### src/rtl/muldiv_isa_pkg.sv
`default_nettype none

package muldiv_isa_pkg;

  // funct3 field of the M extension, opcode OP with funct7 = 0000001
  typedef enum logic [2:0] {
    MUL    = 3'd0,
    MULH   = 3'd1,
    MULHSU = 3'd2,
    MULHU  = 3'd3,
    DIV    = 3'd4,
    DIVU   = 3'd5,
    REM    = 3'd6,
    REMU   = 3'd7
  } funct3_e;

  function automatic logic is_div_op(funct3_e f);
    return f inside {DIV, DIVU, REM, REMU};
  endfunction

  function automatic logic is_signed_div(funct3_e f);
    return f inside {DIV, REM};  // operands go through magnitude
  endfunction

  // upper half of the product, or the remainder
  function automatic logic selects_hi(funct3_e f);
    return f inside {MULH, MULHSU, MULHU, REM, REMU};
  endfunction

  function automatic logic mul_a_signed(funct3_e f);
    return f inside {MULH, MULHSU};
  endfunction

  function automatic logic mul_b_signed(funct3_e f);
    return f == MULH;
  endfunction

endpackage

`default_nettype wire

### src/rtl/muldiv_dp_pkg.sv
`default_nettype none

package muldiv_dp_pkg;

  localparam int XLEN = 32;

  // decoded operation as launched into the execute units
  typedef struct packed {
    logic            go;      // one cycle per accepted start
    logic            is_div;
    logic            sel_hi;
    logic            negate;  // result needs sign correction
    logic            a_sx;
    logic            b_sx;
    logic [XLEN-1:0] op_a;
    logic [XLEN-1:0] op_b;
  } muldiv_op_t;

  typedef struct packed {
    logic [XLEN-1:0] hi;
    logic [XLEN-1:0] lo;
  } mul_word_t;

  typedef struct packed {
    logic [XLEN-1:0] rem;
    logic [XLEN-1:0] quo;
  } div_word_t;

  // one 64-bit word, product halves or remainder and quotient
  typedef union packed {
    mul_word_t mul;
    div_word_t div;
  } exec_word_u;

  typedef struct packed {
    logic       valid;
    logic       sel_hi;
    logic       negate;
    exec_word_u data;
  } exec_res_t;

endpackage

`default_nettype wire

### src/rtl/muldiv_decode.sv
`timescale 1ns/1ps
`default_nettype none

module muldiv_decode (
  input  logic                           clk,
  input  logic                           rst,
  input  logic                           start,
  input  muldiv_isa_pkg::funct3_e        funct3,
  input  logic [muldiv_dp_pkg::XLEN-1:0] a,
  input  logic [muldiv_dp_pkg::XLEN-1:0] b,
  input  logic                           done,
  output logic                           busy,
  output muldiv_dp_pkg::muldiv_op_t      op
);
  import muldiv_isa_pkg::*;
  import muldiv_dp_pkg::*;

  logic            accept;
  logic            a_neg;
  logic            b_neg;
  logic            sdiv;
  logic            negate_d;
  logic [XLEN-1:0] mag_a;
  logic [XLEN-1:0] mag_b;

  logic            go_q;
  logic            is_div_q;
  logic            sel_hi_q;
  logic            negate_q;
  logic            a_sx_q;
  logic            b_sx_q;
  logic [XLEN-1:0] op_a_q;
  logic [XLEN-1:0] op_b_q;

  assign accept = start & ~busy;  // start while busy is dropped
  assign a_neg  = a[XLEN-1];
  assign b_neg  = b[XLEN-1];
  assign sdiv   = is_signed_div(funct3);
  assign mag_a  = (sdiv && a_neg) ? -a : a;
  assign mag_b  = (sdiv && b_neg) ? -b : b;

  // quotient sign flips only for a nonzero divisor, remainder follows dividend
  assign negate_d = ((funct3 == DIV) && (a_neg != b_neg) && (|b)) ||
                    ((funct3 == REM) && a_neg);

  always_ff @(posedge clk or posedge rst) begin
    if (rst) begin
      busy <= 1'b0;
      go_q <= 1'b0;
    end else begin
      go_q <= accept;
      if (accept) begin
        busy <= 1'b1;
      end else if (done) begin
        busy <= 1'b0;  // drops the edge after done
      end
    end
  end

  always_ff @(posedge clk) begin
    if (accept) begin
      is_div_q <= is_div_op(funct3);
      sel_hi_q <= selects_hi(funct3);
      negate_q <= negate_d;
      a_sx_q   <= mul_a_signed(funct3);
      b_sx_q   <= mul_b_signed(funct3);
      op_a_q   <= mag_a;
      op_b_q   <= mag_b;
    end
  end

  always_comb begin
    op.go     = go_q;
    op.is_div = is_div_q;
    op.sel_hi = sel_hi_q;
    op.negate = negate_q;
    op.a_sx   = a_sx_q;
    op.b_sx   = b_sx_q;
    op.op_a   = op_a_q;
    op.op_b   = op_b_q;
  end

endmodule

`default_nettype wire

### src/rtl/mul_unit.sv
`timescale 1ns/1ps
`default_nettype none

module mul_unit (
  input  logic                      clk,
  input  logic                      rst,
  input  muldiv_dp_pkg::muldiv_op_t op,
  output muldiv_dp_pkg::exec_res_t  res_o
);
  import muldiv_dp_pkg::*;

  logic                   fire;
  logic signed [XLEN:0]   a_ext;
  logic signed [XLEN:0]   b_ext;
  logic signed [2*XLEN+1:0] prod;

  logic                   valid_q;
  logic                   sel_hi_q;
  logic [2*XLEN-1:0]      prod_q;

  assign fire = op.go & ~op.is_div;

  // 33 bits each so one signed multiplier covers all four flavours
  assign a_ext = {op.a_sx & op.op_a[XLEN-1], op.op_a};
  assign b_ext = {op.b_sx & op.op_b[XLEN-1], op.op_b};
  assign prod  = a_ext * b_ext;

  always_ff @(posedge clk or posedge rst) begin
    if (rst) begin
      valid_q <= 1'b0;
    end else begin
      valid_q <= fire;  // single cycle
    end
  end

  always_ff @(posedge clk) begin
    if (fire) begin
      prod_q   <= prod[2*XLEN-1:0];  // top two bits are sign copies
      sel_hi_q <= op.sel_hi;
    end
  end

  always_comb begin
    res_o.valid       = valid_q;
    res_o.sel_hi      = sel_hi_q;
    res_o.negate      = 1'b0;
    res_o.data.mul.hi = prod_q[2*XLEN-1:XLEN];
    res_o.data.mul.lo = prod_q[XLEN-1:0];
  end

endmodule

`default_nettype wire

### src/rtl/div_unit.sv
`timescale 1ns/1ps
`default_nettype none

module div_unit (
  input  logic                      clk,
  input  logic                      rst,
  input  muldiv_dp_pkg::muldiv_op_t op,
  output muldiv_dp_pkg::exec_res_t  res_o
);
  import muldiv_dp_pkg::*;

  localparam int IDX_W = $clog2(XLEN);

  logic             load;
  logic             fits;
  logic [XLEN:0]    rem_shift;

  logic             active;
  logic             valid_q;
  logic [IDX_W-1:0] index;

  logic [XLEN-1:0]  numerator;
  logic [XLEN-1:0]  divisor;
  logic [XLEN-1:0]  quotient;
  logic [XLEN-1:0]  remainder;
  logic             negate_q;
  logic             sel_hi_q;

  assign load = op.go & op.is_div;

  // bring down the next dividend bit, one extra bit for divisors above 2^31
  assign rem_shift = {remainder, numerator[index]};
  assign fits      = rem_shift >= {1'b0, divisor};

  always_ff @(posedge clk or posedge rst) begin
    if (rst) begin
      active  <= 1'b0;
      valid_q <= 1'b0;
      index   <= '0;
    end else begin
      valid_q <= 1'b0;
      if (load) begin
        active <= 1'b1;
        index  <= IDX_W'(XLEN - 1);  // msb first
      end else if (active) begin
        index <= index - 1'b1;
        if (index == '0) begin
          active  <= 1'b0;
          valid_q <= 1'b1;  // last bit lands with valid
        end
      end
    end
  end

  always_ff @(posedge clk) begin
    if (load) begin
      numerator <= op.op_a;
      divisor   <= op.op_b;
      quotient  <= '0;
      remainder <= '0;
      negate_q  <= op.negate;
      sel_hi_q  <= op.sel_hi;
    end else if (active) begin
      if (fits) begin
        // result is below the divisor so the low bits are enough
        remainder       <= rem_shift[XLEN-1:0] - divisor;
        quotient[index] <= 1'b1;
      end else begin
        remainder <= rem_shift[XLEN-1:0];
      end
    end
  end

  // zero divisor always fits, giving all ones and rem = dividend
  always_comb begin
    res_o.valid        = valid_q;
    res_o.sel_hi       = sel_hi_q;
    res_o.negate       = negate_q;
    res_o.data.div.rem = remainder;
    res_o.data.div.quo = quotient;
  end

endmodule

`default_nettype wire

### src/rtl/muldiv_result.sv
`timescale 1ns/1ps
`default_nettype none

module muldiv_result (
  input  logic                           clk,
  input  logic                           rst,
  input  muldiv_dp_pkg::exec_res_t       mul_res,
  input  muldiv_dp_pkg::exec_res_t       div_res,
  output logic [muldiv_dp_pkg::XLEN-1:0] res,
  output logic                           done
);
  import muldiv_dp_pkg::*;

  logic            any_valid;
  logic            neg;
  logic [XLEN-1:0] half;
  logic [XLEN-1:0] fixed;

  assign any_valid = mul_res.valid | div_res.valid;

  // only one unit is ever valid, one operation in flight
  always_comb begin
    if (mul_res.valid) begin
      half = mul_res.sel_hi ? mul_res.data.mul.hi : mul_res.data.mul.lo;
      neg  = mul_res.negate;
    end else begin
      half = div_res.sel_hi ? div_res.data.div.rem : div_res.data.div.quo;
      neg  = div_res.negate;
    end
  end

  assign fixed = neg ? -half : half;  // sign fix for DIV and REM

  always_ff @(posedge clk or posedge rst) begin
    if (rst) begin
      done <= 1'b0;
      res  <= '0;
    end else begin
      done <= any_valid;
      if (any_valid) begin
        res <= fixed;  // held until next done
      end
    end
  end

endmodule

`default_nettype wire

### src/rtl/muldiv_top.sv
`timescale 1ns/1ps
`default_nettype none

module muldiv_top (
  input  logic                           clk,
  input  logic                           rst,
  input  logic                           start,
  input  muldiv_isa_pkg::funct3_e        funct3,
  input  logic [muldiv_dp_pkg::XLEN-1:0] a,
  input  logic [muldiv_dp_pkg::XLEN-1:0] b,
  output logic [muldiv_dp_pkg::XLEN-1:0] res,
  output logic                           done,
  output logic                           busy
);
  import muldiv_dp_pkg::*;

  muldiv_op_t op;       // shared by both execute units
  exec_res_t  mul_res;
  exec_res_t  div_res;

  muldiv_decode decode_i (
    .clk    (clk),
    .rst    (rst),
    .start  (start),
    .funct3 (funct3),
    .a      (a),
    .b      (b),
    .done   (done),
    .busy   (busy),
    .op     (op)
  );

  mul_unit mul_i (
    .clk   (clk),
    .rst   (rst),
    .op    (op),
    .res_o (mul_res)
  );

  div_unit div_i (
    .clk   (clk),
    .rst   (rst),
    .op    (op),
    .res_o (div_res)
  );

  muldiv_result result_i (
    .clk     (clk),
    .rst     (rst),
    .mul_res (mul_res),
    .div_res (div_res),
    .res     (res),
    .done    (done)
  );

endmodule

`default_nettype wire

### config.mk
export PLATFORM = sky130hd
export DESIGN_NAME = muldiv_top
export DESIGN_NICKNAME = d
export VERILOG_FILES = /design/src/rtl/muldiv_isa_pkg.sv /design/src/rtl/muldiv_dp_pkg.sv /design/src/rtl/muldiv_decode.sv /design/src/rtl/mul_unit.sv /design/src/rtl/div_unit.sv /design/src/rtl/muldiv_result.sv /design/src/rtl/muldiv_top.sv
export SDC_FILE = /design/constraint.sdc
export NUM_CORES = 2
export LEC_CHECK = 0
export BUFFER_PORTS_ARGS = -buffer_cell sky130_fd_sc_hd__buf_2
export CAP_MARGIN = 0
export CORE_UTILIZATION = 45
export CTS_BUF_LIST = sky130_fd_sc_hd__clkbuf_4 sky130_fd_sc_hd__clkbuf_8 sky130_fd_sc_hd__clkbuf_16
export DETAILED_ROUTE_END_ITERATION = 12
export GPL_TIMING_DRIVEN = 0
export PLACE_DENSITY = 0.62
export SYNTH_ARGS = -nofsm -noshare
export SYNTH_HDL_FRONTEND = slang
export SYNTH_SLANG_ARGS = --single-unit
### constraint.sdc
create_clock -name clk -period 12.79 [get_ports clk]
set_clock_uncertainty 0.1 [all_clocks]
set_input_delay 2.558 -clock clk [delete_from_list [all_inputs] [get_ports clk]]
set_output_delay 2.558 -clock clk [all_outputs]
set_load 0.1 [all_outputs]
==> flow_summary.json <==
{
  "antenna_found_initial": 32,
  "endpoint_kind": "flip-flop",
  "grt_setup_unrepaired": "false",
  "syn_inst": 5584,
  "clk_pin_slew_ps": 60,
  "fin_nets": 7178,
  "period_minus_slack_ps": 10910,
  "vias": 41049,
  "setup_violations": 0,
  "die_h_um": 346,
  "cts_made_buffers": 35,
  "timing.slew.headroom_pct": -0.279,
  "core_um2": 117000,
  "synth_edf_count": 200,
  "async_flop_share_pct": 14.0,
  "area_growth_syn_to_layout_pct": 7.07,
  "grt_start_max_net_pins": 63,
  "dpl_cell_area_um2": 55800,
  "slew_violations": 10,
  "path_common_cell": "fa_1",
  "max_stage_delay_ps": 850,
  "final_common_cell": "inv_1",
  "drive_above_1_share_pct": 3.99,
  "overflow": 0,
  "postCtsHoldBufs": 0,
  "final_cell_mix": "inv_1 (1208), fa_1 (1125), nand2_1 (793)",
  "hpwl_mm": 174,
  "gp_congestion": 1.08,
  "fp.dieArea_um2": 120000,
  "viasPerCell": 5.63,
  "clockBufferDepth": 3,
  "clk_latency_ps": 570,
  "startpoint_type": "flip-flop",
  "setup_tns_ps": 0,
  "first_pass_iters": 6,
  "rows": 125,
  "htreeDepth": 2,
  "critPathKind": "reg -> reg",
  "avgSynthCellArea_um2": 9.53,
  "antenna_left": 0,
  "cts_tree": "yes",
  "violations": "capacitance limit, slew limit",
  "drt_first_iter_violations": 4789,
  "max_freq_ghz": 0.0916,
  "drc": 0,
  "netlist_area_um2": 53200,
  "root_buffer": "clkbuf_16",
  "critical_path_arrival_ps": 11160,
  "hold_viol": 0,
  "finalHoldWorstSlack_ps": 341,
  "cp_slowest_cell": "clkbuf_1",
  "yosys_most_used_dff": "edfxtp_1",
  "drv_cap": 1,
  "ys_ff_latch": 307,
  "wl_per_cell_um": 28.9,
  "initial_core_util_pct": 45.6,
  "ios": 104,
  "worst_pin_slew_ps": 1500,
  "routed_wl_mm": 211,
  "die_x_um": 346,
  "post_cts_buffers": 0,
  "worstPathRequired_ps": 13040,
  "syn-num-nets": 7031,
  "cp_max_fo": 10,
  "final_area_um2": 57000,
  "grt_pass1_vias": 41957,
  "period_share_pct": 85.3,
  "grt_first_pass_wirelength_mm": 300,
  "clkSinkCount": 307,
  "ctsResizeCount": 0,
  "yosysSeqAreaShare_pct": 15.7,
  "run_status": "finished, violations left",
  "hold_path_class": "reg -> reg",
  "yosysWarnings": 0,
  "port_buffers": 103,
  "grt.total_usage_pct": 35.6,
  "yosys.cell_types.count": 87
}
cell type report:
class / count / area, µm²
fillers: 11244 / 59700
plain buffers: 284 / 1090
multi-input cells: 3781 / 39300
clock buffers: 45 / 951
inverters: 1212 / 4550
repair buffers: 110 / 658
diodes: 14 / 35.0
clock inverters: 19 / 189
flip-flops and latches: 307 / 8360
well taps: 1524 / 1910
worst paths after layout:
| check | startpoint | depth (start not counted) | endpoint | slack [ps] |
|---|---|---|---|---|
| setup / recovery | decode_i.op_a_q[31] | 26 | mul_i.prod_q[62] | 1880 |
| hold / removal | result_i.done | 1 | decode_i.busy | 340 |
| setup reg to reg | decode_i.op_a_q[31] | 26 | mul_i.prod_q[62] | 1880 |
| hold reg to reg | result_i.done | 1 | decode_i.busy | 340 |
| max in group asynchronous | rst | 3 | div_i.index[2] | 10220 |
| min in group asynchronous | rst | 2 | result_i.res[20] | 1870 |
cells in the mapped netlist (12+ instances only):
library cell	number	area share (%)
o21ai_0	128	1.2
dfxtp_1	64	2.4
nand3_1	33	0.31
edfxtp_1	200	11
xor2_1	65	1.1
nor2b_1	25	0.29
a21o_1	47	0.66
nor3_1	39	0.37
fa_1	1126	42
nor2_1	161	1.1
o31ai_1	17	0.24
nand2b_1	19	0.22
and2_1	390	4.6
xnor2_1	122	2.0
or2_2	13	0.15
clkbuf_1	262	1.8
o21a_1	15	0.21
inv_1	1209	8.5
o211ai_1	12	0.17
a31oi_1	38	0.45
a21oi_1	176	1.7
nor4_1	13	0.15
nand4_1	17	0.20
a211oi_1	24	0.34
mux2i_1	74	1.4
and3_1	29	0.34
ha_1	251	5.9
dfrtp_1	43	2.0
nand2_1	793	5.6
kinds of logic after synthesis:
kind of cell               synth area share, %
AOI/OAI and AO/OA                         6.22
xor gates and xnor gates                  3.08
adders and majority gates                 48.2
buffers and inverters                     10.6
DFF                                       15.7
muxes                                     2.01
and+or+nand+nor                           14.2
critical path: cells and delay by family (launching register included):
family	cells	cell delay, ps
DFF	1	800
adders and majority gates	9	4710
and+or+nand+nor	3	720
buffers and inverters	8	2230
AOI/OAI and AO/OA	6	2080
per-layer routing:
| metal | track usage (%) | part of all wire, % | up-vias |
|---|---|---|---|
| met1 | 47.4 | 39 | 21038 |
| li1 | - | - | 17229 |
| met2 | 54.1 | 44 | 2321 |
| met4 | 15.7 | 5.3 | 18 |
| met5 | 0 | 0.063 | - |
| met3 | 10.2 | 12 | 443 |
state kept, by name (all words and copies together), names as in the netlist, 5 cells and up:
signal,count
div_i.remainder,32
result_i.res,32
decode_i.op_a_q,32
div_i.numerator,32
decode_i.op_b_q,32
mul_i.prod_q,64
div_i.index,5
div_i.divisor,32
div_i.quotient,32
per-stage QoR:
stage                     setup slack [ps]  instances  util (%)
after floorplan                       4680       5584         -
after global placement                1790       7211      47.7
after detailed placement              1790       7217      47.8
after CTS                             1760       7281      48.8
after global routing                  1590       7283      48.8
final                                 1880       7296      48.9
Power is left out: the tool's default activity adds up to more than one toggle a clock period on the data nets, which glitch-free logic cannot reach.
